==> config.mk <==
export PLATFORM = sky130hd
export DESIGN_NAME = ibuf_lane_select
export DESIGN_NICKNAME = d
export VERILOG_FILES = /design/src/common/ibuf_pkg.sv /design/src/ibuf/ibuf_lane_select.sv
export SDC_FILE = /design/constraint.sdc
export NUM_CORES = 1
export LEC_CHECK = 0
export ABC_AREA = 1
export ABC_CLOCK_PERIOD_IN_PS = 1800
export BUFFER_PORTS_ARGS = -buffer_cell sky130_fd_sc_hd__buf_2
export CAP_MARGIN = 20
export CELL_PAD_IN_SITES_DETAIL_PLACEMENT = 1
export CELL_PAD_IN_SITES_GLOBAL_PLACEMENT = 2
export CORE_MARGIN = 5
export CORE_UTILIZATION = 17
export DETAILED_ROUTE_END_ITERATION = 6
export PLACE_DENSITY_LB_ADDON = 0.1
export SETUP_SLACK_MARGIN = 0.2
export SYNTH_ARGS = -nofsm -noshare
export SYNTH_HDL_FRONTEND = slang
export SYNTH_SLANG_ARGS = --single-unit
==> constraint.sdc <==
create_clock -name vclk -period 1.8
set_input_delay 0.36 -clock vclk [all_inputs]
set_output_delay 0.36 -clock vclk [all_outputs]
set_load 0.005 [all_outputs]
==> src/common/ibuf_pkg.sv <==
package ibuf_pkg;

    //////////////////////////////////////////////////////////////////////
    // Buffer geometry
    //////////////////////////////////////////////////////////////////////

    localparam int BUF_DEPTH = 16;                // Entries, power of two
    localparam int PTR_W     = $clog2(BUF_DEPTH);
    localparam int CNT_W     = PTR_W + 1;         // Count reaches BUF_DEPTH
    localparam int FETCH_W   = 5;                 // Fetch slots per cycle
    localparam int DECODE_W  = 3;                 // Decode lanes

    localparam int XLEN      = 32;
    localparam int GHIST_W   = 8;                 // Predictor index width plus three
    localparam int RAS_W     = 3;

    // addi x0, x0, 0
    localparam logic [XLEN-1:0] INSN_NOP = 32'h0000_0013;

    //////////////////////////////////////////////////////////////////////
    // Payload types
    //////////////////////////////////////////////////////////////////////

    // Branch prediction record, one per slot
    typedef struct packed {
        logic               taken;
        logic [XLEN-1:0]    pc_at_pred;
        logic [GHIST_W-1:0] ghist;
        logic [RAS_W-1:0]   ras_tos;      // RAS checkpoint travels with the slot
    } pred_t;

    typedef struct packed {
        logic [XLEN-1:0] insn;
        logic [XLEN-1:0] pc;
        logic [XLEN-1:0] imm;
        pred_t           pred;
    } ibuf_entry_t;

    typedef ibuf_entry_t [FETCH_W-1:0]  fetch_bundle_t;
    typedef ibuf_entry_t [DECODE_W-1:0] decode_bundle_t;

    // Read offset of each lane, counted from the head
    typedef logic [DECODE_W-1:0][PTR_W-1:0] lane_offset_t;

endpackage
==> src/ibuf/ibuf_lane_select.sv <==
module ibuf_lane_select (
    input  logic [ibuf_pkg::CNT_W-1:0]    avail_cnt_i,
    input  logic [ibuf_pkg::DECODE_W-1:0] decode_ready_i,
    output logic [ibuf_pkg::DECODE_W-1:0] lane_valid_o,
    output ibuf_pkg::lane_offset_t        lane_offset_o
);

    import ibuf_pkg::*;

    // Running totals over the lanes below the current one
    logic [CNT_W-1:0] ready_below;
    logic [PTR_W-1:0] grant_below;

    //////////////////////////////////////////////////////////////////////
    // Compacted grant
    //////////////////////////////////////////////////////////////////////

    // A ready lane needs an entry for itself and for each ready lane
    // below it, so the oldest entries go to the lowest ready lanes
    always_comb begin
        ready_below = '0;
        grant_below = '0;
        for (int k = 0; k < DECODE_W; k++) begin
            lane_valid_o[k]  = decode_ready_i[k] && (avail_cnt_i > ready_below);
            lane_offset_o[k] = grant_below;     // Skips idle lanes
            ready_below = ready_below + CNT_W'(decode_ready_i[k]);
            grant_below = grant_below + PTR_W'(lane_valid_o[k]);
        end
    end

endmodule

==> metrics, run 1 <==
status finished, final reports clean; I/O Buffers 14; VDD IR max around 0.066 mV; num rows 13; Crit Path Category in -> out; mapped cell area 225 sq um; Area after DPL about 270 sq um; die area approximately 2200 sq um; DR vias/cell approximately 3.8; Layout Nets 70; Hold Fails Final Rpt 0; Multi-input gate area between 200 and 300 sq um; final non-filler cell total 70; ant diodes 0; largest net degree at the start of global routing 4; Leak 0.000233 uW; global router's overall resource usage under 10%; final setup margin 174 ps; share of cells above drive strength 1 about 76%; GR Overflow Total 0; I/O pin count 23; Die W 46.4 um; starting density of the core 17.8%; Routed Antenna Nets 0; register area 0 sq um; num sequential 0; sequential-to-total area share from yosys stat 0%; placed cells 64; Yosys top cell area share 33.3%; Post-DP HPWL approximately 520 um; final slew viol count 0; core area around 1300 sq um; Netlist cell types 10; Max-Cap Viols 0; Total Neg Setup Slack 0 ps; DR iter-0 viols 0; Yosys top cell by area buf_4; most frequent cells after synthesis buf_4, inv_1, nand2_1; Tmin final 1630 ps; Hold Crit Class in -> out; setup slack at placement approximately 25 ps; most common cell in the netlist buf_4; vias approximately 270; wire per inst approximately 11 um; WP buf/inv 4; Mapped Avg Cell Area about 6.1 sq um; vias in the first global route approximately 250; CLK BUF 0; CP required approximately 1400 ps; final setup vio count 0; CP max stage cell ha_4; slowest stage delay, CP 220 ps; Tcrit/Tclk final 90.3%; post-route cell area a little under 500 sq um; worst-path fanout max 2; Syn Inst Count 37; Final Wtd Congestion about 0.65; WL final 738 um; hold buffer count at cts 0; PwrDens between 200 and 250 nW/um^2; 1st-pass router iterations 1; critical path's top delay family adder cells; initial antenna violation count 0; Layout area overhead 114%; Startpoint Class input port; first-pass GRT wire length 910 um; Synth area leaders buf_4, ha_1, inv_1, nand2_1, nor2_1; fill count about 160; critical-path cell list buf_8 -> inv_6 -> ha_4 -> inv_2 -> nor2_2 -> nor2_2 -> ha_4 -> buf_6; RSZ-0062 raised after global routing yes; Post-route DRC 0; count of warnings emitted by yosys 0; crit path DAT about 1300 ps; fmax 0.615 GHz; CP Capture Type output port; die height 46.4 um; Core Util, Final 38.0%
-- power breakdown --
| part | switching (uW) | total (uW) | internal (uW) |
|---|---|---|---|
| sequential | 0 | 0 | 0 |
| clock | 0 | 0 | 0 |
| combinational | 52.0 | 115 | 63.2 |
-- path summary, 6_finish.rpt --
kind	cells past startpoint	startpoint	end	slack [ps]
worst max-delay path	8	avail_cnt_i[0]	lane_offset_o[8]	170
worst min-delay path	4	decode_ready_i[2]	lane_valid_o[2]	1010
-- per-layer routing --
metal / global-route usage, % / vias to the layer above / part of all wire (%)
met5: 0 / - / 0
met4: 0 / 0 / 0
met3: 0 / 0 / 7.9
met2: 12.4 / 10 / 65
met1: 5.68 / 122 / 27
li1: - / 133 / -
-- repair_timing --
action                                  in CTS  in global routing
buffers inserted                             4                  2
endpoints found under the setup margin       3                  2
endpoints found under the hold margin        0                  0
pin swaps                                   16                 11
resized for setup                           26                 14
-- layout by cell type, fill, tap and decap left out --
| cell type | netlist | final |
|---|---|---|
| conb_1 | 1 | 9 |
| a21oi_2 | 0 | 1 |
| nand3_2 | 0 | 1 |
| inv_2 | 0 | 4 |
| buf_6 | 0 | 4 |
| nand2_1 | 6 | 1 |
| buf_4 | 10 | 6 |
| nor3_1 | 1 | 1 |
| buf_2 | 0 | 7 |
| nor2_2 | 0 | 2 |
| nor2_4 | 0 | 2 |
| inv_1 | 7 | 2 |
| o21ai_2 | 0 | 1 |
| buf_8 | 0 | 3 |
| nand2_2 | 0 | 5 |
| inv_6 | 0 | 1 |
| ha_4 | 0 | 5 |
-- final cells by class --
type	count	area share, %
inverter	7	6.49
timing repair buffer	20	35.3
tap	15	3.90
multi-input combinational	28	54.3
-- metrics by stage --
step | power (uW) | hold slack, ps
after global placement | 53.9 | 999
after global routing | 129 | 1050
after detailed placement | 55.0 | 1000
final | 115 | 1010
after CTS | 94.0 | 1000
after floorplan | 45.3 | 788
-- cell families (layout without fill, tap and decap cells) --
kind of cell	count (synthesis)	count (layout)	synth area share, %
other	1	9	1.67
adders and majority gates	5	5	27.8
AOI/OAI and AO/OA	2	2	4.44
and+or+nand+nor	12	12	21.1
buffers and inverters	17	27	45.0
Note: power is estimated with default switching activity, not from simulation.
==> run 2: changes to the inputs <==
--- a/config.mk
+++ b/config.mk
@@ -15,7 +15,7 @@
 export CORE_UTILIZATION = 17
 export DETAILED_ROUTE_END_ITERATION = 6
 export PLACE_DENSITY_LB_ADDON = 0.1
-export SETUP_SLACK_MARGIN = 0.2
+export SETUP_SLACK_MARGIN = 0.1
 export SYNTH_ARGS = -nofsm -noshare
 export SYNTH_HDL_FRONTEND = slang
 export SYNTH_SLANG_ARGS = --single-unit
==> run 2 against run 1 <==
Combinational power shrank 28%; non-clock buffer count shrank 5; worst hold slack gained 0.52 ps; largest cell class unchanged.
==> metrics, run 2 (synthesis results as in run 1) <==
critical path's top delay family adder cells; WP buf/inv 4 (unchanged); I/O Buffers 14 (unchanged); wire per inst 9.88 um (-6.3%); crit path DAT 1300 ps (+30 ps); DR vias/cell 3.65 (-3.7%); CP Capture Type output port; Tcrit/Tclk final 92.4% (+2.1 points); final slew viol count 0 (unchanged); Crit Path Category in -> out; GR Overflow Total 0 (unchanged); RSZ-0062 raised after global routing yes; initial antenna violation count 0 (unchanged); register area 0 sq um (unchanged); global router's overall resource usage 5.19% (-0.31 points); most common cell after layout, fill and taps aside buf_2; Layout area overhead 64.4%; Tmin final 1660 ps (+38.1 ps); first-pass GRT wire length 862 um (-5.3%); fmax 0.601 GHz (-2.3%); share of cells above drive strength 1 56.0% (-20 points); I/O pin count 23 (unchanged); critical-path cell list buf_6 -> inv_4 -> ha_4 -> inv_2 -> nor2_2 -> nor2_1 -> ha_1 -> buf_2; num rows 13 (unchanged); starting density of the core 17.8% (unchanged); most frequent cells in the layout buf_2, conb_1, nand2_1, inv_1, ha_4; fill count 169 (+6.3%); Hold Fails Final Rpt 0 (unchanged); core area 1270 sq um (unchanged); CP max stage cell ha_1; slowest stage delay, CP 280 ps (+60 ps); setup slack at placement 25.4 ps (unchanged); worst-path fanout max 2 (unchanged); die height 46.4 um (unchanged); vias in the first global route 221 (-11%); Die W 46.4 um (unchanged); vias 237 (-11%); 1st-pass router iterations 1 (unchanged); final setup vio count 0 (unchanged); CLK BUF 0 (unchanged); largest net degree at the start of global routing 4 (unchanged); Startpoint Class input port; Post-DP HPWL 519 um (unchanged); Layout Nets 65 (-7.1%); Leak 0.000195 uW (-16%); die area 2150 sq um (unchanged); final setup margin 136 ps (-38.1 ps); num sequential 0 (unchanged); status finished, final reports clean; PwrDens 223 nW/um^2 (-6.6%); Final Wtd Congestion 0.645 (unchanged); Post-route DRC 0 (unchanged); WL final 642 um (-13%); VDD IR max 0.0408 mV (-39%); Hold Crit Class in -> out; DR iter-0 viols 0 (unchanged); Max-Cap Viols 0 (unchanged); Routed Antenna Nets 0 (unchanged); Total Neg Setup Slack 0 ps (unchanged); CP required 1440 ps (about the same); ant diodes 0 (unchanged)
-- run 2: stage by stage --
stage               instance area, sq um  hold WS, ps  total power [uW]  cells  utilization, %
floorplan                            255          788              45.3     45               -
global placement                     269          999              53.9     64            21.2
detailed placement                   269         1000              55.0     64            21.2
CTS                                  315         1000              66.6     64            24.9
global route                         370         1050              94.5     65            29.2
finish                               370         1010              82.7     65            29.2
-- run 2: final cells by class --
cell class	count	area, sq um	share of cell area (%)
multi-input cells	28	230	62.2
well taps	15	18.8	5.07
repair buffers	15	92.6	25.0
inverters	7	28.8	7.77
-- run 2: repair_timing --
item | 4_1_cts | 5_1_grt
endpoints found under the setup margin | 2 | 2
endpoints found under the hold margin | 0 | 0
hold buffers | 0 | 0
pin swaps | 7 | 6
setup buffers | 0 | 1
gates resized for setup | 7 | 14
-- run 2: layer usage --
metal	vias up	share of wire, %	track usage [%]
met5	-	0	0
met4	0	0	0
met3	0	9.0	0
met2	10	58	11.0
met1	108	33	5.91
li1	119	-	-
-- run 2: power by group --
part           total, uW  internal, uW  switching, uW
Sequential             0             0              0
Combinational       82.7          39.5           43.2
Clock                  0             0              0
-- run 2: path summary, 6_finish.rpt --
check / end / slack (ps) / cells past startpoint / from
worst min-delay path: lane_valid_o[2] / 1010 / 4 / decode_ready_i[2]
worst max-delay path: lane_offset_o[8] / 140 / 8 / avail_cnt_i[0]
==> run 3: changes to the inputs <==
--- a/config.mk
+++ b/config.mk
@@ -5,15 +5,14 @@
 export SDC_FILE = /design/constraint.sdc
 export NUM_CORES = 1
 export LEC_CHECK = 0
-export ABC_AREA = 1
 export ABC_CLOCK_PERIOD_IN_PS = 1800
 export BUFFER_PORTS_ARGS = -buffer_cell sky130_fd_sc_hd__buf_2
 export CAP_MARGIN = 20
 export CELL_PAD_IN_SITES_DETAIL_PLACEMENT = 1
 export CELL_PAD_IN_SITES_GLOBAL_PLACEMENT = 2
-export CORE_MARGIN = 5
-export CORE_UTILIZATION = 17
+export CORE_AREA = 5 5 42 44
 export DETAILED_ROUTE_END_ITERATION = 6
+export DIE_AREA = 0 0 47 49
 export PLACE_DENSITY_LB_ADDON = 0.1
 export SETUP_SLACK_MARGIN = 0.1
 export SYNTH_ARGS = -nofsm -noshare
==> run 3 against run 2 <==
The flow now finishes with violations (negative setup slack); combinational power up 23%; maximum frequency down 11%; sequential cell count unchanged; highest routed layer unchanged.
==> metrics, run 3 <==
WHS 995 ps (-14.8 ps); most common cell after layout, fill and taps aside conb_1; Crit Path Category in -> out; Hold Crit Class in -> out; count of warnings emitted by yosys 0 (unchanged); Post-route DRC 0 (unchanged); global router's overall resource usage 6.04% (+0.84 points); Layout Nets 58 (-11%); failing checks negative setup slack; Mapped Avg Cell Area 8.16 sq um (+34%); largest net degree at the start of global routing 4 (unchanged); most common cell in the netlist buf_4; vias in the first global route 224 (+1.4%); Startpoint Class input port; initial antenna violation count 0 (unchanged); starting density of the core 14.6% (-3.2 points); total chip power 102 uW (+24%); GR Overflow Total 0 (unchanged); sequential-to-total area share from yosys stat 0% (unchanged); CP max stage cell or3_4; Netlist cell types 10 (unchanged); Routed Antenna Nets 0 (unchanged); num sequential 0 (unchanged); critical path's top delay family simple AND/OR/NAND/NOR gates; slowest stage delay, CP 390 ps (+110 ps); Max-Cap Viols 0 (unchanged); wire per inst 11.5 um (+17%); I/O Buffers 14 (unchanged); Yosys top cell by area buf_4; die height 49 um (+5.6%); fmax 0.532 GHz (-11%); 1st-pass router iterations 3 (+2); crit path DAT 1520 ps (+220 ps); DR iter-0 viols 1 (+1); final setup margin -79.5 ps (-215 ps); RSZ-0062 raised after global routing yes; final setup vio count 1 (+1); worst-path fanout max 3 (+1); share of cells above drive strength 1 67.4% (+11 points); Tmin final 1880 ps (+215 ps); Tcrit/Tclk final 104% (+12 points); setup slack at placement -120 ps (-146 ps); die area 2300 sq um (+7.0%); core area 1400 sq um (+10%); CP Capture Type output port; Hold Fails Final Rpt 0 (unchanged); Core Util, Final 29.2% (about the same); Yosys top cell area share 36.8% (+3.5 points); WL final 681 um (+6.1%); ant diodes 0 (unchanged); WP buf/inv 2 (-2); Layout area overhead 101%; Leak 0.000202 uW (+3.6%); most frequent cells in the layout conb_1, buf_6, buf_2; CP dominant cell by count buf_6; mapped cell area 204 sq um (-9.4%); Die W 47 um (+1.3%); register area 0 sq um (unchanged); Synth area leaders buf_4, ha_1, o31a_1, or3_4, a2bb2oi_1; fill count 180 (+6.5%); num rows 14 (+1); critical-path cell list buf_6 -> or3_4 -> o31a_1 -> ha_4 -> buf_6; CLK BUF 0 (unchanged); CP required 1440 ps (about the same); final slew viol count 0 (unchanged); first-pass GRT wire length 1070 um (+24%); VDD IR max 0.0583 mV (+43%); vias 219 (-7.6%); Syn Inst Count 25 (-32%); PwrDens 250 nW/um^2 (+12%); I/O pin count 23 (unchanged); status finished with violations; DR vias/cell 3.71 (+1.8%); Final Wtd Congestion 0.657 (+1.8%); Post-DP HPWL 537 um (+3.4%); most frequent cells after synthesis buf_4, ha_1, inv_1, o31a_1
==> run 3: cell types whose count changed after synthesis <==
cell	delta
nand2_1	-6
inv_1	-5
nor2_1	-3
o31a_1	+2
a21oi_1	-1
a2bb2oi_1	+1
nand3_1	-1
nor2b_1	+1
nor3_1	-1
o21a_1	+1
o21ai_1	-1
or3_4	+1
==> run 3: timing repair <==
action / 4_1_cts / 5_1_grt
gates resized for setup: 16 / 6
setup buffers: 2 / 1
hold buffers: 0 / 0
endpoints found under the hold margin: 0 / 0
pin swaps: 4 / 6
setup endpoints to repair: 5 / 5
==> run 3: final timing paths <==
path | depth (start not counted) | endpoint | start
max | 5 | lane_offset_o[8] | avail_cnt_i[4]
min | 3 | lane_valid_o[2] | decode_ready_i[2]
==> run 3: area by class of cell <==
class	count	area [sq um]	area share, %
inverters	2	7.51	1.83
multi-input cells	21	205	50.2
well taps	16	20.0	4.89
repair buffers	20	176	43.1
==> run 3: per-layer routing <==
layer | vias up | track usage [%] | share of wire (%)
li1 | 102 | - | -
met4 | 0 | 0 | 0
met5 | - | 0 | 0
met1 | 106 | 5.43 | 30
met2 | 11 | 12.2 | 57
met3 | 0 | 2.58 | 13
==> run 3: cell families after synthesis <==
kind of cell / after synthesis / share of synthesized area (%)
adder cells (fa/ha/maj): 5 / 30.7
buffers and inverters: 12 / 40.5
AND/OR/NAND/NOR: 3 / 10.4
other: 1 / 1.84
AO/OA/AOI/OAI: 4 / 16.6
==> run 3: per-stage QoR <==
step           setup TNS, ps  instances  instance area (sq um)
5_1_grt                 -138         59                    409
6_report               -79.5         59                    409
4_1_cts                 -115         59                    377
3_5_place_dp            -177         58                    287
2_1_floorplan              0         33                    234
3_3_place_gp            -150         58                    287
==> run 3: report_power, final <==
group          internal (uW)  switching, uW  total, uW
Sequential                 0              0          0
Combinational           63.7           38.7        102
Clock                      0              0          0
