$ cat src/common/ibuf_pkg.sv
package ibuf_pkg;

    //////////////////////////////////////////////////////////////////////
    // Buffer geometry
    //////////////////////////////////////////////////////////////////////

    localparam int BUF_DEPTH = 16;                // Entries, power of two
    localparam int PTR_W     = $clog2(BUF_DEPTH);
    localparam int CNT_W     = PTR_W + 1;         // Count reaches BUF_DEPTH
    localparam int FETCH_W   = 5;                 // Fetch slots per cycle
    localparam int DECODE_W  = 3;                 // Decode lanes

    localparam int XLEN      = 32;
    localparam int GHIST_W   = 8;                 // Predictor index width plus three
    localparam int RAS_W     = 3;

    // addi x0, x0, 0
    localparam logic [XLEN-1:0] INSN_NOP = 32'h0000_0013;

    //////////////////////////////////////////////////////////////////////
    // Payload types
    //////////////////////////////////////////////////////////////////////

    // Branch prediction record, one per slot
    typedef struct packed {
        logic               taken;
        logic [XLEN-1:0]    pc_at_pred;
        logic [GHIST_W-1:0] ghist;
        logic [RAS_W-1:0]   ras_tos;      // RAS checkpoint travels with the slot
    } pred_t;

    typedef struct packed {
        logic [XLEN-1:0] insn;
        logic [XLEN-1:0] pc;
        logic [XLEN-1:0] imm;
        pred_t           pred;
    } ibuf_entry_t;

    typedef ibuf_entry_t [FETCH_W-1:0]  fetch_bundle_t;
    typedef ibuf_entry_t [DECODE_W-1:0] decode_bundle_t;

    // Read offset of each lane, counted from the head
    typedef logic [DECODE_W-1:0][PTR_W-1:0] lane_offset_t;

endpackage
$ cat src/ibuf/ibuf_ctrl.sv
module ibuf_ctrl (
    input  logic                          clk,
    input  logic                          reset,
    input  logic                          flush_i,
    input  logic [ibuf_pkg::FETCH_W-1:0]  fetch_valid_i,
    input  logic [ibuf_pkg::DECODE_W-1:0] lane_valid_i,
    output logic [ibuf_pkg::PTR_W-1:0]    head_ptr_o,
    output logic [ibuf_pkg::PTR_W-1:0]    tail_ptr_o,
    output logic [ibuf_pkg::CNT_W-1:0]    avail_cnt_o,
    output logic                          fetch_ready_o,
    output logic                          buffer_empty_o,
    output logic                          buffer_full_o,
    output logic [ibuf_pkg::CNT_W-1:0]    occupancy_o
);

    import ibuf_pkg::*;

    logic [PTR_W-1:0] head_ptr;
    logic [PTR_W-1:0] tail_ptr;
    logic [CNT_W-1:0] count;

    logic [CNT_W-1:0] wr_cnt;   // Slots stored this cycle
    logic [CNT_W-1:0] rd_cnt;   // Lanes granted this cycle

    //////////////////////////////////////////////////////////////////////
    // Flow control and status
    //////////////////////////////////////////////////////////////////////

    // Conservative, a whole bundle must always fit
    assign fetch_ready_o  = !flush_i && (count <= CNT_W'(BUF_DEPTH - FETCH_W));
    assign buffer_full_o  = (count >= CNT_W'(BUF_DEPTH - DECODE_W));
    assign buffer_empty_o = (count == '0);
    assign occupancy_o    = count;

    // Read side sees nothing while flushing
    assign avail_cnt_o = flush_i ? '0 : count;

    assign head_ptr_o = head_ptr;
    assign tail_ptr_o = tail_ptr;

    // Population counts of accepted slots and granted lanes
    always_comb begin
        wr_cnt = '0;
        rd_cnt = '0;
        for (int k = 0; k < FETCH_W; k++) begin
            wr_cnt = wr_cnt + CNT_W'(fetch_valid_i[k]);
        end
        if (!fetch_ready_o) begin
            wr_cnt = '0;                // Offered bundle is not taken
        end
        for (int k = 0; k < DECODE_W; k++) begin
            rd_cnt = rd_cnt + CNT_W'(lane_valid_i[k]);
        end
    end

    //////////////////////////////////////////////////////////////////////
    // Pointers and count
    //////////////////////////////////////////////////////////////////////

    always_ff @(posedge clk or negedge reset) begin
        if (!reset) begin
            head_ptr <= '0;
            tail_ptr <= '0;
            count    <= '0;
        end else if (flush_i) begin
            head_ptr <= '0;
            tail_ptr <= '0;
            count    <= '0;
        end else begin
            // Pointers wrap on their own, depth is a power of two
            tail_ptr <= tail_ptr + PTR_W'(wr_cnt);
            head_ptr <= head_ptr + PTR_W'(rd_cnt);
            count    <= count + wr_cnt - rd_cnt;
        end
    end

endmodule

$ cat config.mk
export PLATFORM = sky130hd
export DESIGN_NAME = ibuf_ctrl
export DESIGN_NICKNAME = d
export VERILOG_FILES = /design/src/common/ibuf_pkg.sv /design/src/ibuf/ibuf_ctrl.sv
export SDC_FILE = /design/constraint.sdc
export NUM_CORES = 1
export LEC_CHECK = 0
export BUFFER_PORTS_ARGS = -buffer_cell sky130_fd_sc_hd__buf_4
export CORE_UTILIZATION = 47
export CTS_BUF_LIST = sky130_fd_sc_hd__clkbuf_8
export DETAILED_ROUTE_END_ITERATION = 10
export GPL_ROUTABILITY_DRIVEN = 0
export PLACE_DENSITY = 0.75
export SLEW_MARGIN = 20
export SYNTH_ARGS = -nofsm -noshare
export SYNTH_HDL_FRONTEND = slang
export SYNTH_SLANG_ARGS = --single-unit
$ cat constraint.sdc
create_clock -name clk -period 2.9 [get_ports clk]
set_clock_uncertainty 0.05 [all_clocks]
set_input_delay 0 -clock clk [delete_from_list [all_inputs] [get_ports clk]]
set_output_delay 0 -clock clk [all_outputs]
set_load 0.01 [all_outputs]
==> metrics.txt, run 1 <==
# TYPE chip_impl_metric gauge
chip_impl_metric{name="synth_largest_type_area_fraction",unit="%"} 31.6
chip_impl_metric{name="grt_usage",unit="%"} 20.6
chip_impl_metric{name="overflow",unit=""} 0
chip_impl_metric{name="timing.critical_path.required",unit="ns"} 2.97
chip_impl_metric{name="power_frac_seq",unit="%"} 23.5
chip_impl_metric{name="placement.cell_area",unit="um^2"} 1370
chip_impl_metric{name="tritoncts.num_buffers",unit=""} 3
chip_impl_metric{name="worst_reg2reg_setup_slack",unit="ns"} 0.05
chip_impl_metric{name="coreArea",unit="um^2"} 2000
chip_impl_metric{name="hold_path_depth",unit=""} 2
chip_impl_metric{name="finalHoldWorstSlack",unit="ns"} 0.0552
chip_impl_metric{name="htreeDepth",unit=""} 1
chip_impl_metric{name="clk_transition_reported_paths",unit="ns"} 0.06
chip_impl_metric{name="antenna_found_initial",unit=""} 0
chip_impl_metric{name="switching_share",unit="%"} 38.9
chip_impl_metric{name="fin_cells",unit=""} 176
chip_impl_metric{name="fin_nets",unit=""} 181
chip_impl_metric{name="grt_pass1_wl",unit="mm"} 3.73
chip_impl_metric{name="drt-wirelength-per-cell",unit="um"} 11.8
chip_impl_metric{name="synth_area",unit="um^2"} 1030
chip_impl_metric{name="detail_route.first_pass.iterations",unit=""} 2
chip_impl_metric{name="max-cap-violations",unit=""} 0
chip_impl_metric{name="n_fill_cell",unit=""} 166
chip_impl_info{name="clockRootBuffer",value="sky130_fd_sc_hd__clkbuf_8"} 1
chip_impl_metric{name="layout_min_cycle_time",unit="ns"} 2.87
chip_impl_metric{name="hold_violations",unit=""} 0
chip_impl_metric{name="power.combinational.fraction",unit="%"} 63.6
chip_impl_info{name="reg_to_reg_startpoint",value="occupancy_o[3]"} 1
chip_impl_metric{name="count_of_input_and_output_buffers",unit=""} 31
chip_impl_metric{name="yosys_warnings",unit=""} 0
chip_impl_metric{name="drive_gt1_share",unit="%"} 38.9
chip_impl_metric{name="start_util",unit="%"} 51.4
chip_impl_info{name="crit_path_start_kind",value="input port"} 1
chip_impl_info{name="post-synth-top-area-cell",value="sky130_fd_sc_hd__dfrtp_1"} 1
chip_impl_metric{name="clock_tree.buffer_depth",unit=""} 2
chip_impl_metric{name="drt-total-wl",unit="mm"} 2.08
chip_impl_metric{name="power_density",unit="nW/um^2"} 863
chip_impl_metric{name="drt.antenna.violating_nets",unit=""} 0
chip_impl_metric{name="synth-seq-cells",unit=""} 13
chip_impl_metric{name="layout.cell_area.non_filler",unit="um^2"} 1460
chip_impl_metric{name="dpl.cell_count",unit=""} 168
chip_impl_info{name="worstReg2RegEnd",value="occupancy_o[4]"} 1
chip_impl_info{name="netlist_top_cells_area",value="sky130_fd_sc_hd__dfrtp_1, sky130_fd_sc_hd__ha_1, sky130_fd_sc_hd__fa_1"} 1
chip_impl_metric{name="remaining_drc_errors",unit=""} 0
chip_impl_metric{name="fp.dieW",unit="um"} 48.8
chip_impl_metric{name="synthesis.nets",unit=""} 137
chip_impl_info{name="timing.setup.critical_path_class",value="in2reg"} 1
chip_impl_metric{name="die_height",unit="um"} 48.8
chip_impl_metric{name="first_iter_violations",unit=""} 3
chip_impl_metric{name="fin_crit_sh",unit="%"} 98.9
chip_impl_info{name="cts_tree",value="yes"} 1
chip_impl_metric{name="power.ir.vdd_worst",unit="mV"} 0.499
chip_impl_info{name="hp-class",value="in2reg"} 1
chip_impl_info{name="status",value="completed"} 1
chip_impl_info{name="hold-path-endpoint",value="head_ptr_o[1]"} 1
chip_impl_metric{name="ys_types",unit=""} 21
chip_impl_metric{name="intPower",unit="uW"} 766
chip_impl_metric{name="first_global_vias",unit=""} 896
chip_impl_metric{name="final_util",unit="%"} 72.7
chip_impl_metric{name="fp-row-count",unit=""} 16
chip_impl_metric{name="slew-limit-headroom",unit="%"} 81.7
chip_impl_metric{name="yosysSeqAreaShare",unit="%"} 31.6
chip_impl_metric{name="synthesis.instances",unit=""} 106
chip_impl_metric{name="later_pin_clock_latency_in_the_skew_report",unit="ns"} 0.24
chip_impl_metric{name="hpwlAfterDp",unit="mm"} 1.71
chip_impl_metric{name="achievable-frequency",unit="MHz"} 349
chip_impl_metric{name="cts.sinks",unit=""} 13
chip_impl_metric{name="clockPowerShare",unit="%"} 12.9
chip_impl_metric{name="drt-vias-per-instance",unit=""} 4.93
chip_impl_metric{name="leakagePower",unit="nW"} 0.793
chip_impl_info{name="rsz_0062_raised_after_global_routing",value="yes"} 1
chip_impl_metric{name="floorplan.die_area",unit="um^2"} 2380
chip_impl_info{name="endpoint_type_of_the_worst_setup_path",value="flip-flop"} 1
chip_impl_metric{name="areaGrowthSynthToFinish",unit="%"} 41.3
chip_impl_metric{name="switching_power",unit="uW"} 489
chip_impl_metric{name="worstPathArrival",unit="ns"} 2.94
chip_impl_metric{name="ioPinCount",unit=""} 32
chip_impl_info{name="layout.cells.most_common",value="sky130_fd_sc_hd__buf_4"} 1
chip_impl_metric{name="report.final.slew_viol_count",unit=""} 0
chip_impl_metric{name="worst_pin_slew",unit="ns"} 0.275
chip_impl_metric{name="vias",unit=""} 868
chip_impl_info{name="startpoint_of_the_worst_hold_path",value="flush_i"} 1
chip_impl_metric{name="worstRegToRegCells",unit=""} 12
chip_impl_metric{name="antennaDiodeCount",unit=""} 0
chip_impl_metric{name="grt_start_max_net_pins",unit=""} 23
chip_impl_info{name="highest_count_cells_in_the_layout_ignoring_fill_and_taps",value="sky130_fd_sc_hd__buf_4, sky130_fd_sc_hd__inv_1, sky130_fd_sc_hd__nor2_1"} 1
chip_impl_metric{name="synthesis.area_per_instance",unit="um^2"} 9.71
chip_impl_metric{name="setup_viol_count_final",unit=""} 0
chip_impl_metric{name="timing.critical_path.fanout_max",unit=""} 2
-- flip-flops by register name, summed over array words and instances, names as in the netlist --
name         cells
tail_ptr_o       4
head_ptr_o       4
occupancy_o      5
-- power groups by stage --
stage | Clock, mW | Sequential, mW | Combinational, mW
after floorplan | 0 | 0.322 | 0.448
after detailed placement | 0 | 0.300 | 0.753
after global placement | 0 | 0.297 | 0.717
final | 0.162 | 0.295 | 0.798
after global routing | 0.172 | 0.307 | 0.890
after CTS | 0.165 | 0.297 | 0.763
-- repair_timing --
action | CTS | global route
gates cloned | 0 | 0
hold buffers | 1 | 0
hold endpoints to repair | 13 | 0
pin swaps | 1 | 6
resized for setup | 0 | 2
endpoints found under the setup margin | 1 | 2
buffers inserted | 1 | 2
-- area by class of cell --
cell class              count  area [um^2]  share of cell area, %
well taps                  27         33.8                   2.32
flip-flops and latches     13          325                   22.4
clock buffers               3         41.3                   2.84
repair buffers             41          310                   21.3
clock inverters             1         5.00                  0.344
multi-input cells          70          661                   45.4
inverters                  21         78.8                   5.42
-- cells by family (layout without fill, tap and decap cells) --
kind of cell,count (synthesis),in the layout,synth area share [%]
fa+ha+maj,20,20,29.4
xor+xnor,3,3,2.55
flops,13,13,31.6
compound gates,13,13,9.36
simple gates,31,31,15.2
buf+inv,23,66,8.63
mux,3,3,3.28
-- worst max-delay path, stage by stage --
cell and delay, ns:
sky130_fd_sc_hd__buf_4 0.08, sky130_fd_sc_hd__inv_1 0.04, sky130_fd_sc_hd__fa_1 0.49, sky130_fd_sc_hd__fa_2 0.34, sky130_fd_sc_hd__inv_1 0.06, sky130_fd_sc_hd__ha_1 0.22, sky130_fd_sc_hd__and2_4 0.17, sky130_fd_sc_hd__fa_1 0.50
sky130_fd_sc_hd__inv_1 0.07, sky130_fd_sc_hd__fa_2 0.39, sky130_fd_sc_hd__nand2b_4 0.15, sky130_fd_sc_hd__a21oi_2 0.14, sky130_fd_sc_hd__mux2_4 0.31
-- per-stage QoR --
step	setup slack [ns]	total power, mW	TNS [ns]
after floorplan	-0.0688	0.770	-0.0926
after global placement	-0.139	1.01	-0.171
after detailed placement	-0.234	1.05	-0.349
after CTS	0.00404	1.22	0
after global routing	-0.0652	1.37	-0.0907
final	0.0318	1.26	0
-- per-layer routing --
| metal | GRT usage (%) | wire length [um] | vias up |
|---|---|---|---|
| li1 | - | - | 418 |
| met3 | 1.87 | 76 | 6 |
| met5 | 0 | 0 | - |
| met2 | 37.0 | 1070 | 24 |
| met4 | 9.31 | 49 | 0 |
| met1 | 24.8 | 884 | 420 |
-- Yosys cell counts --
master                     number
sky130_fd_sc_hd__a211o_1        1
sky130_fd_sc_hd__a21o_1         2
sky130_fd_sc_hd__a21oi_1        6
sky130_fd_sc_hd__a41oi_4        1
sky130_fd_sc_hd__and2_1         2
sky130_fd_sc_hd__and2b_1        1
sky130_fd_sc_hd__buf_2          2
sky130_fd_sc_hd__dfrtp_1       13
sky130_fd_sc_hd__fa_1           7
sky130_fd_sc_hd__ha_1          13
sky130_fd_sc_hd__inv_1         21
sky130_fd_sc_hd__mux2_2         3
sky130_fd_sc_hd__nand2_1        1
sky130_fd_sc_hd__nand2b_1       2
sky130_fd_sc_hd__nor2_1        15
sky130_fd_sc_hd__nor2b_1        8
sky130_fd_sc_hd__o21ai_0        3
sky130_fd_sc_hd__or3_1          1
sky130_fd_sc_hd__or4_1          1
sky130_fd_sc_hd__xnor2_1        1
sky130_fd_sc_hd__xor2_1         2
-- worst max-delay path by stage --
stage,cells after the start,to,slack [ns],start
floorplan,13,occupancy_o[4],-0.07,occupancy_o[4]
global placement,13,occupancy_o[4],-0.14,fetch_valid_i[3]
detailed placement,13,occupancy_o[4],-0.23,fetch_valid_i[3]
CTS,12,occupancy_o[4],0.004,occupancy_o[3]
global route,12,occupancy_o[4],-0.07,occupancy_o[3]
finish,13,occupancy_o[4],0.03,fetch_valid_i[0]
Power figures use the tool's default switching activity.
==> run 2, diff against run 1 <==
--- a/config.mk
+++ b/config.mk
@@ -10,6 +10,7 @@
 export CTS_BUF_LIST = sky130_fd_sc_hd__clkbuf_8
 export DETAILED_ROUTE_END_ITERATION = 10
 export GPL_ROUTABILITY_DRIVEN = 0
+export MAX_ROUTING_LAYER = met4
 export PLACE_DENSITY = 0.75
 export SLEW_MARGIN = 20
 export SYNTH_ARGS = -nofsm -noshare
==> constraint.sdc (replaced) <==
create_clock -name clk -period 2.3 [get_ports clk]
set_clock_uncertainty 0.05 [all_clocks]
set_input_delay 0 -clock clk [delete_from_list [all_inputs] [get_ports clk]]
set_output_delay 0 -clock clk [all_outputs]
set_load 0.01 [all_outputs]
==> run 2 against run 1 <==
The flow now finishes with violations (negative setup slack). Total power increased by 45%. Combinational power increased by 58%. Flip-flop and latch count unchanged. Critical path depth unchanged. Count of clock-buffer cells in the layout unchanged. Sequential share of layout area decreased by 1.8 points. Worst hold slack improved by 0.029 ns. Critical endpoint unchanged.
==> metrics.txt, run 2 (synthesized netlist as in run 1, its figures left out) <==
# TYPE chip_impl_metric gauge
chip_impl_metric{name="areaGrowthSynthToFinish",unit="%"} 53.9
chip_impl_metric{name="antenna_found_initial",unit=""} 0
chip_impl_metric{name="setup_tns_after_final_layout",unit="ns"} -1.86
chip_impl_info{name="status",value="complete, but fails checks"} 1
chip_impl_metric{name="remaining_drc_errors",unit=""} 0
chip_impl_metric{name="cts.sinks",unit=""} 13
chip_impl_metric{name="layout.cell_area.non_filler",unit="um^2"} 1590
chip_impl_metric{name="slew-limit-headroom",unit="%"} 80.6
chip_impl_metric{name="later_pin_clock_latency_in_the_skew_report",unit="ns"} 0.24
chip_impl_metric{name="postLayoutSetupSlackWorst",unit="ns"} -0.612
chip_impl_info{name="rsz_0062_raised_after_global_routing",value="yes"} 1
chip_impl_metric{name="worst_reg2reg_setup_slack",unit="ns"} -0.60
chip_impl_info{name="hp-class",value="in2async"} 1
chip_impl_metric{name="floorplan.die_area",unit="um^2"} 2380
chip_impl_metric{name="power_density",unit="nW/um^2"} 1150
chip_impl_metric{name="vias",unit=""} 908
chip_impl_metric{name="detail_route.first_pass.iterations",unit=""} 4
chip_impl_info{name="path_cells",value="buf_6 -> inv_2 -> fa_1 -> fa_2 -> inv_2 -> ha_4 -> and2_4 -> fa_1 -> inv_2 -> fa_2 -> nand2b_4 -> a21oi_4 -> mux2_4"} 1
chip_impl_metric{name="coreArea",unit="um^2"} 2000
chip_impl_metric{name="grt_usage",unit="%"} 25.1
chip_impl_metric{name="grt_use_met2",unit="%"} 43.5
chip_impl_metric{name="drt-wirelength-per-cell",unit="um"} 13.7
chip_impl_metric{name="timing.critical_path.fanout_max",unit=""} 2
chip_impl_metric{name="largest_reg_flops",unit=""} 5
chip_impl_metric{name="first_global_vias",unit=""} 941
chip_impl_metric{name="setup_viol_count_final",unit=""} 5
chip_impl_metric{name="ioPinCount",unit=""} 32
chip_impl_metric{name="report.final.slew_viol_count",unit=""} 0
chip_impl_metric{name="worstPathArrival",unit="ns"} 2.99
chip_impl_metric{name="dpl_worst_slack",unit="ns"} -0.868
chip_impl_info{name="clockRootBuffer",value="sky130_fd_sc_hd__clkbuf_8"} 1
chip_impl_metric{name="layout_min_cycle_time",unit="ns"} 2.91
chip_impl_metric{name="fin_crit_sh",unit="%"} 127
chip_impl_metric{name="final_util",unit="%"} 79.2
chip_impl_metric{name="max-cap-violations",unit=""} 0
chip_impl_info{name="cts_tree",value="yes"} 1
chip_impl_metric{name="globalRouteMet3Util",unit="%"} 3.12
chip_impl_info{name="cp_common_cell",value="sky130_fd_sc_hd__inv_2"} 1
chip_impl_metric{name="fp-row-count",unit=""} 16
chip_impl_metric{name="hold_violations",unit=""} 0
chip_impl_metric{name="die_height",unit="um"} 48.8
chip_impl_info{name="timing.setup.critical_path_class",value="in2reg"} 1
chip_impl_metric{name="timing.critical_path.slowest_cell_delay",unit="ns"} 0.53
chip_impl_info{name="highest_count_cells_in_the_layout_ignoring_fill_and_taps",value="sky130_fd_sc_hd__buf_4, sky130_fd_sc_hd__nor2_1, sky130_fd_sc_hd__inv_1"} 1
chip_impl_metric{name="timing.critical_path.required",unit="ns"} 2.38
chip_impl_metric{name="worst_pin_slew",unit="ns"} 0.290
chip_impl_metric{name="clk_transition_reported_paths",unit="ns"} 0.06
chip_impl_metric{name="overflow",unit=""} 0
chip_impl_metric{name="htreeDepth",unit=""} 1
chip_impl_info{name="layout.cells.most_common",value="sky130_fd_sc_hd__buf_4"} 1
chip_impl_info{name="failed_checks",value="negative setup slack"} 1
chip_impl_metric{name="placement.cell_area",unit="um^2"} 1450
chip_impl_metric{name="leakagePower",unit="nW"} 0.834
chip_impl_metric{name="n_fill_cell",unit=""} 140
chip_impl_info{name="endpoint_type_of_the_worst_setup_path",value="flip-flop"} 1
chip_impl_info{name="crit_path_start_kind",value="input port"} 1
chip_impl_metric{name="grt_start_max_net_pins",unit=""} 22
chip_impl_metric{name="start_util",unit="%"} 51.4
chip_impl_metric{name="fin_nets",unit=""} 189
chip_impl_metric{name="achievable-frequency",unit="MHz"} 343
chip_impl_metric{name="grt_util_met1",unit="%"} 30.1
chip_impl_metric{name="first_iter_violations",unit=""} 3
chip_impl_info{name="gr-max-usage-layer",value="met2"} 1
chip_impl_metric{name="drt-total-wl",unit="mm"} 2.52
chip_impl_metric{name="power",unit="mW"} 1.82
chip_impl_metric{name="drive_gt1_share",unit="%"} 48.4
chip_impl_metric{name="power.ir.vdd_worst",unit="mV"} 0.593
chip_impl_metric{name="grt_pass1_wl",unit="mm"} 4.35
chip_impl_info{name="worst_path_max_delay_cell",value="sky130_fd_sc_hd__fa_1"} 1
chip_impl_metric{name="drt-vias-per-instance",unit=""} 4.93
chip_impl_metric{name="fin_cells",unit=""} 184
chip_impl_metric{name="dpl.cell_count",unit=""} 177
chip_impl_metric{name="antennaDiodeCount",unit=""} 0
chip_impl_metric{name="tritoncts.num_buffers",unit=""} 3
chip_impl_metric{name="finalHoldWorstSlack",unit="ns"} 0.0838
chip_impl_metric{name="count_of_input_and_output_buffers",unit=""} 31
chip_impl_metric{name="hpwlAfterDp",unit="mm"} 1.92
chip_impl_metric{name="clock_tree.buffer_depth",unit=""} 2
chip_impl_metric{name="drt.antenna.violating_nets",unit=""} 0
chip_impl_metric{name="fp.dieW",unit="um"} 48.8
==> run 2: final cells by class <==
| cell class | instances | area [um^2] | share of cell area (%) |
|---|---|---|---|
| multi-input combinational | 70 | 721 | 45.5 |
| timing repair buffer | 49 | 382 | 24.1 |
| sequential | 13 | 325 | 20.5 |
| inverter | 21 | 78.8 | 4.97 |
| clock buffer | 3 | 41.3 | 2.60 |
| tap | 27 | 33.8 | 2.13 |
| clock inverter | 1 | 3.75 | 0.237 |
==> run 2: critical path, delay by kind of cell <==
family | cells | cell delay [ns]
buf+inv | 4 | 0.22
compound gates | 1 | 0.15
mux | 1 | 0.31
fa+ha+maj | 5 | 1.99
simple gates | 2 | 0.32
==> run 2: worst paths after layout <==
check                           cells past startpoint        endpoint             start
worst max-delay path                               13  occupancy_o[4]  fetch_valid_i[0]
worst min-delay path                                2   head_ptr_o[2]             reset
worst max register to register                      9  occupancy_o[3]    occupancy_o[3]
worst min register to register                      2   head_ptr_o[2]     head_ptr_o[2]
max in group asynchronous                           2   tail_ptr_o[2]             reset
min in group clk                                    3  occupancy_o[1]           flush_i
==> run 2: repair_timing <==
action	4_1_cts	5_1_grt
setup endpoints to repair	6	6
hold buffers	1	0
setup buffers	2	2
pin swaps	17	6
resized for setup	15	3
hold endpoints to repair	13	0
gates cloned	0	0
==> run 2: layer usage <==
layer	share of wire (%)	vias up
met2	53	28
met1	41	443
met4	1.6	0
met3	3.8	4
met5	0	-
li1	-	433
==> run 2: power breakdown <==
part / internal, mW / total (mW) / switching, mW
clock network: 0.118 / 0.205 / 0.0868
registers: 0.297 / 0.355 / 0.0577
logic: 0.675 / 1.26 / 0.585
==> run 3, diff against run 2 <==
--- a/config.mk
+++ b/config.mk
@@ -6,13 +6,13 @@
 export NUM_CORES = 1
 export LEC_CHECK = 0
 export BUFFER_PORTS_ARGS = -buffer_cell sky130_fd_sc_hd__buf_4
+export CORE_MARGIN = 10
 export CORE_UTILIZATION = 47
 export CTS_BUF_LIST = sky130_fd_sc_hd__clkbuf_8
 export DETAILED_ROUTE_END_ITERATION = 10
 export GPL_ROUTABILITY_DRIVEN = 0
 export MAX_ROUTING_LAYER = met4
 export PLACE_DENSITY = 0.75
-export SLEW_MARGIN = 20
 export SYNTH_ARGS = -nofsm -noshare
 export SYNTH_HDL_FRONTEND = slang
 export SYNTH_SLANG_ARGS = --single-unit
==> constraint.sdc (replaced) <==
create_clock -name clk -period 2.3 [get_ports clk]
set_clock_uncertainty 0.05 [all_clocks]
set_input_delay 0 -clock clk [delete_from_list [all_inputs] [get_ports clk]]
set_output_delay 0 -clock clk [all_outputs]
set_load 0.05 [all_outputs]
==> run 3 against run 2 <==
The flow still finishes with violations (negative setup slack). Fmax down 1.8%. Sequential share of layout area rose by 0.14 points. Final cell count grew 1.1%. Sequential power grew 3%. Core utilization is 0.72 points lower. Final area about the same. Critical path depth is the same. Flip-flop and latch count stayed put. First-iteration DRC count rose to 20 times the previous value. Wire length up 12%.
==> metrics.txt, run 3 (synthesized netlist as in run 1, its figures left out) <==
# TYPE chip_impl_metric gauge
chip_impl_metric{name="areaGrowthSynthToFinish",unit="%"} 54.1
chip_impl_metric{name="worst_pin_slew",unit="ns"} 0.242
chip_impl_metric{name="grt_usage",unit="%"} 13.7
chip_impl_metric{name="dpl.cell_count",unit=""} 175
chip_impl_info{name="clockRootBuffer",value="sky130_fd_sc_hd__clkbuf_8"} 1
chip_impl_metric{name="cts.sinks",unit=""} 13
chip_impl_metric{name="clock_tree.buffer_depth",unit=""} 2
chip_impl_metric{name="grt_start_max_net_pins",unit=""} 22
chip_impl_metric{name="detail_route.first_pass.iterations",unit=""} 4
chip_impl_metric{name="fin_cells",unit=""} 186
chip_impl_metric{name="htreeDepth",unit=""} 1
chip_impl_info{name="layout.cells.most_common",value="sky130_fd_sc_hd__buf_4"} 1
chip_impl_metric{name="tritoncts.num_buffers",unit=""} 3
chip_impl_metric{name="start_util",unit="%"} 50.9
chip_impl_metric{name="later_pin_clock_latency_in_the_skew_report",unit="ns"} 0.25
chip_impl_metric{name="drive_gt1_share",unit="%"} 48.4
chip_impl_metric{name="switching_power",unit="mW"} 1.05
chip_impl_metric{name="clockPowerShare",unit="%"} 9.7
chip_impl_metric{name="slew-limit-headroom",unit="%"} 83.8
chip_impl_metric{name="power.ir.vdd_worst",unit="mV"} 1.16
chip_impl_metric{name="fin_crit_sh",unit="%"} 129
chip_impl_metric{name="ioPinCount",unit=""} 32
chip_impl_metric{name="timing.critical_path.fanout_max",unit=""} 3
chip_impl_metric{name="layout_min_cycle_time",unit="ns"} 2.97
chip_impl_info{name="endpoint_type_of_the_worst_setup_path",value="flip-flop"} 1
chip_impl_metric{name="intPower",unit="mW"} 1.08
chip_impl_metric{name="final_util",unit="%"} 78.5
chip_impl_info{name="rsz_0062_raised_after_global_routing",value="yes"} 1
chip_impl_metric{name="first_global_vias",unit=""} 1028
chip_impl_info{name="cts_tree",value="yes"} 1
chip_impl_metric{name="hold_violations",unit=""} 0
chip_impl_info{name="timing.setup.critical_path_class",value="reg2reg"} 1
chip_impl_metric{name="worstPathArrival",unit="ns"} 3.04
chip_impl_metric{name="area_taken_by_multi_input_logic_gates",unit="um^2"} 701
chip_impl_metric{name="power_density",unit="nW/um^2"} 1340
chip_impl_metric{name="power_frac_seq",unit="%"} 17.2
chip_impl_metric{name="setup_viol_count_final",unit=""} 6
chip_impl_metric{name="remaining_drc_errors",unit=""} 0
chip_impl_metric{name="drt-wirelength-per-cell",unit="um"} 15.2
chip_impl_metric{name="antennaDiodeCount",unit=""} 0
chip_impl_metric{name="worst_reg2reg_setup_slack",unit="ns"} -0.67
chip_impl_info{name="failed_checks",value="negative setup slack"} 1
chip_impl_metric{name="floorplan.die_area",unit="um^2"} 4460
chip_impl_info{name="status",value="complete, but fails checks"} 1
chip_impl_metric{name="vias",unit=""} 916
chip_impl_metric{name="fp-row-count",unit=""} 16
chip_impl_metric{name="antenna_found_initial",unit=""} 0
chip_impl_metric{name="overflow",unit=""} 0
chip_impl_metric{name="setup_tns_after_final_layout",unit="ns"} -2.33
chip_impl_metric{name="largest_reg_flops",unit=""} 5
chip_impl_metric{name="die_height",unit="um"} 66.8
chip_impl_metric{name="drt.antenna.violating_nets",unit=""} 0
chip_impl_info{name="highest_count_cells_in_the_layout_ignoring_fill_and_taps",value="sky130_fd_sc_hd__buf_4, sky130_fd_sc_hd__inv_1, sky130_fd_sc_hd__nor2_1"} 1
chip_impl_info{name="crit_path_start_kind",value="flip-flop"} 1
chip_impl_metric{name="hpwlAfterDp",unit="mm"} 2.15
chip_impl_metric{name="timing.critical_path.required",unit="ns"} 2.38
chip_impl_metric{name="dpl_worst_slack",unit="ns"} -0.969
chip_impl_metric{name="count_of_input_and_output_buffers",unit=""} 31
chip_impl_metric{name="max-cap-violations",unit=""} 0
chip_impl_metric{name="fp.dieW",unit="um"} 66.8
chip_impl_metric{name="drt-vias-per-instance",unit=""} 4.92
chip_impl_metric{name="coreArea",unit="um^2"} 2020
chip_impl_metric{name="leakagePower",unit="nW"} 0.834
chip_impl_metric{name="switching_share",unit="%"} 49.3
chip_impl_metric{name="power.combinational.fraction",unit="%"} 73.1
chip_impl_metric{name="n_fill_cell",unit=""} 131
chip_impl_metric{name="final-seq-area",unit="um^2"} 328
chip_impl_metric{name="fin_nets",unit=""} 191
chip_impl_metric{name="grt_pass1_wl",unit="mm"} 4.64
chip_impl_metric{name="achievable-frequency",unit="MHz"} 337
chip_impl_info{name="worst_setup_path_startpoint",value="occupancy_o[4]"} 1
chip_impl_info{name="hp-class",value="in2async"} 1
chip_impl_info{name="reg_to_reg_startpoint",value="occupancy_o[4]"} 1
chip_impl_metric{name="first_iter_violations",unit=""} 61
chip_impl_metric{name="clk_transition_reported_paths",unit="ns"} 0.06
chip_impl_metric{name="report.final.slew_viol_count",unit=""} 0
chip_impl_metric{name="drt-total-wl",unit="mm"} 2.83
chip_impl_metric{name="postLayoutSetupSlackWorst",unit="ns"} -0.665
## run 3: power groups by stage
| stage | clock, mW | sequential, mW | combinational (mW) |
|---|---|---|---|
| 6_report | 0.206 | 0.366 | 1.56 |
| 5_1_grt | 0.219 | 0.374 | 1.67 |
| 4_1_cts | 0.207 | 0.366 | 1.51 |
| 3_5_place_dp | 0 | 0.367 | 1.36 |
| 3_3_place_gp | 0 | 0.359 | 1.32 |
| 2_1_floorplan | 0 | 0.610 | 0.657 |
## run 3: repair_timing
item                                    4_1_cts  5_1_grt
hold endpoints to repair                     13        0
gates resized for setup                      17        2
buffers inserted                              4        2
endpoints found under the setup margin        6        7
hold buffers                                  1        0
pin swaps                                     8        1
## run 3: area by class of cell
cell class | instances | area share (%)
Multi-Input combinational cell | 70 | 44.2
Timing Repair Buffer | 51 | 25.2
Sequential cell | 13 | 20.7
Inverter | 21 | 4.97
Clock buffer | 3 | 2.60
Tap cell | 27 | 2.13
Clock inverter | 1 | 0.237
## run 3: per-stage QoR
stage,hold WS [ns],instance area (um^2),power (mW)
4_1_cts,0.102,1570,2.08
2_1_floorplan,-0.346,1060,1.27
6_report,0.0838,1590,2.13
3_5_place_dp,-0.192,1420,1.73
3_3_place_gp,-0.196,1420,1.68
5_1_grt,0.106,1590,2.26
## run 3: worst paths after layout
path | to | cells after the start
setup / recovery | occupancy_o[4] | 13
min in group clk | head_ptr_o[3] | 3
hold / removal | head_ptr_o[0] | 2
hold reg to reg | head_ptr_o[3] | 2
setup reg to reg | occupancy_o[4] | 13
max in group asynchronous | occupancy_o[4] | 2
## run 3: layer usage
layer / routed length, um / up-vias / global-route usage, %
met3: 157 / 4 / 3.34
met4: 55 / 0 / 4.71
met1: 1160 / 442 / 14.1
li1: - / 436 / -
met5: 0 / - / -
met2: 1460 / 34 / 24.6
## run 3: worst max-delay path, cell delays in order, from the launching register on
cell	delay, ns
sky130_fd_sc_hd__dfrtp_2	0.38
sky130_fd_sc_hd__inv_2	0.06
sky130_fd_sc_hd__ha_4	0.16
sky130_fd_sc_hd__a211o_1	0.28
sky130_fd_sc_hd__a41oi_4	0.25
sky130_fd_sc_hd__nand2b_1	0.09
sky130_fd_sc_hd__ha_1	0.29
sky130_fd_sc_hd__inv_1	0.06
sky130_fd_sc_hd__ha_2	0.18
sky130_fd_sc_hd__inv_2	0.05
sky130_fd_sc_hd__fa_2	0.38
sky130_fd_sc_hd__nand2b_4	0.15
sky130_fd_sc_hd__a21oi_2	0.15
sky130_fd_sc_hd__mux2_4	0.32
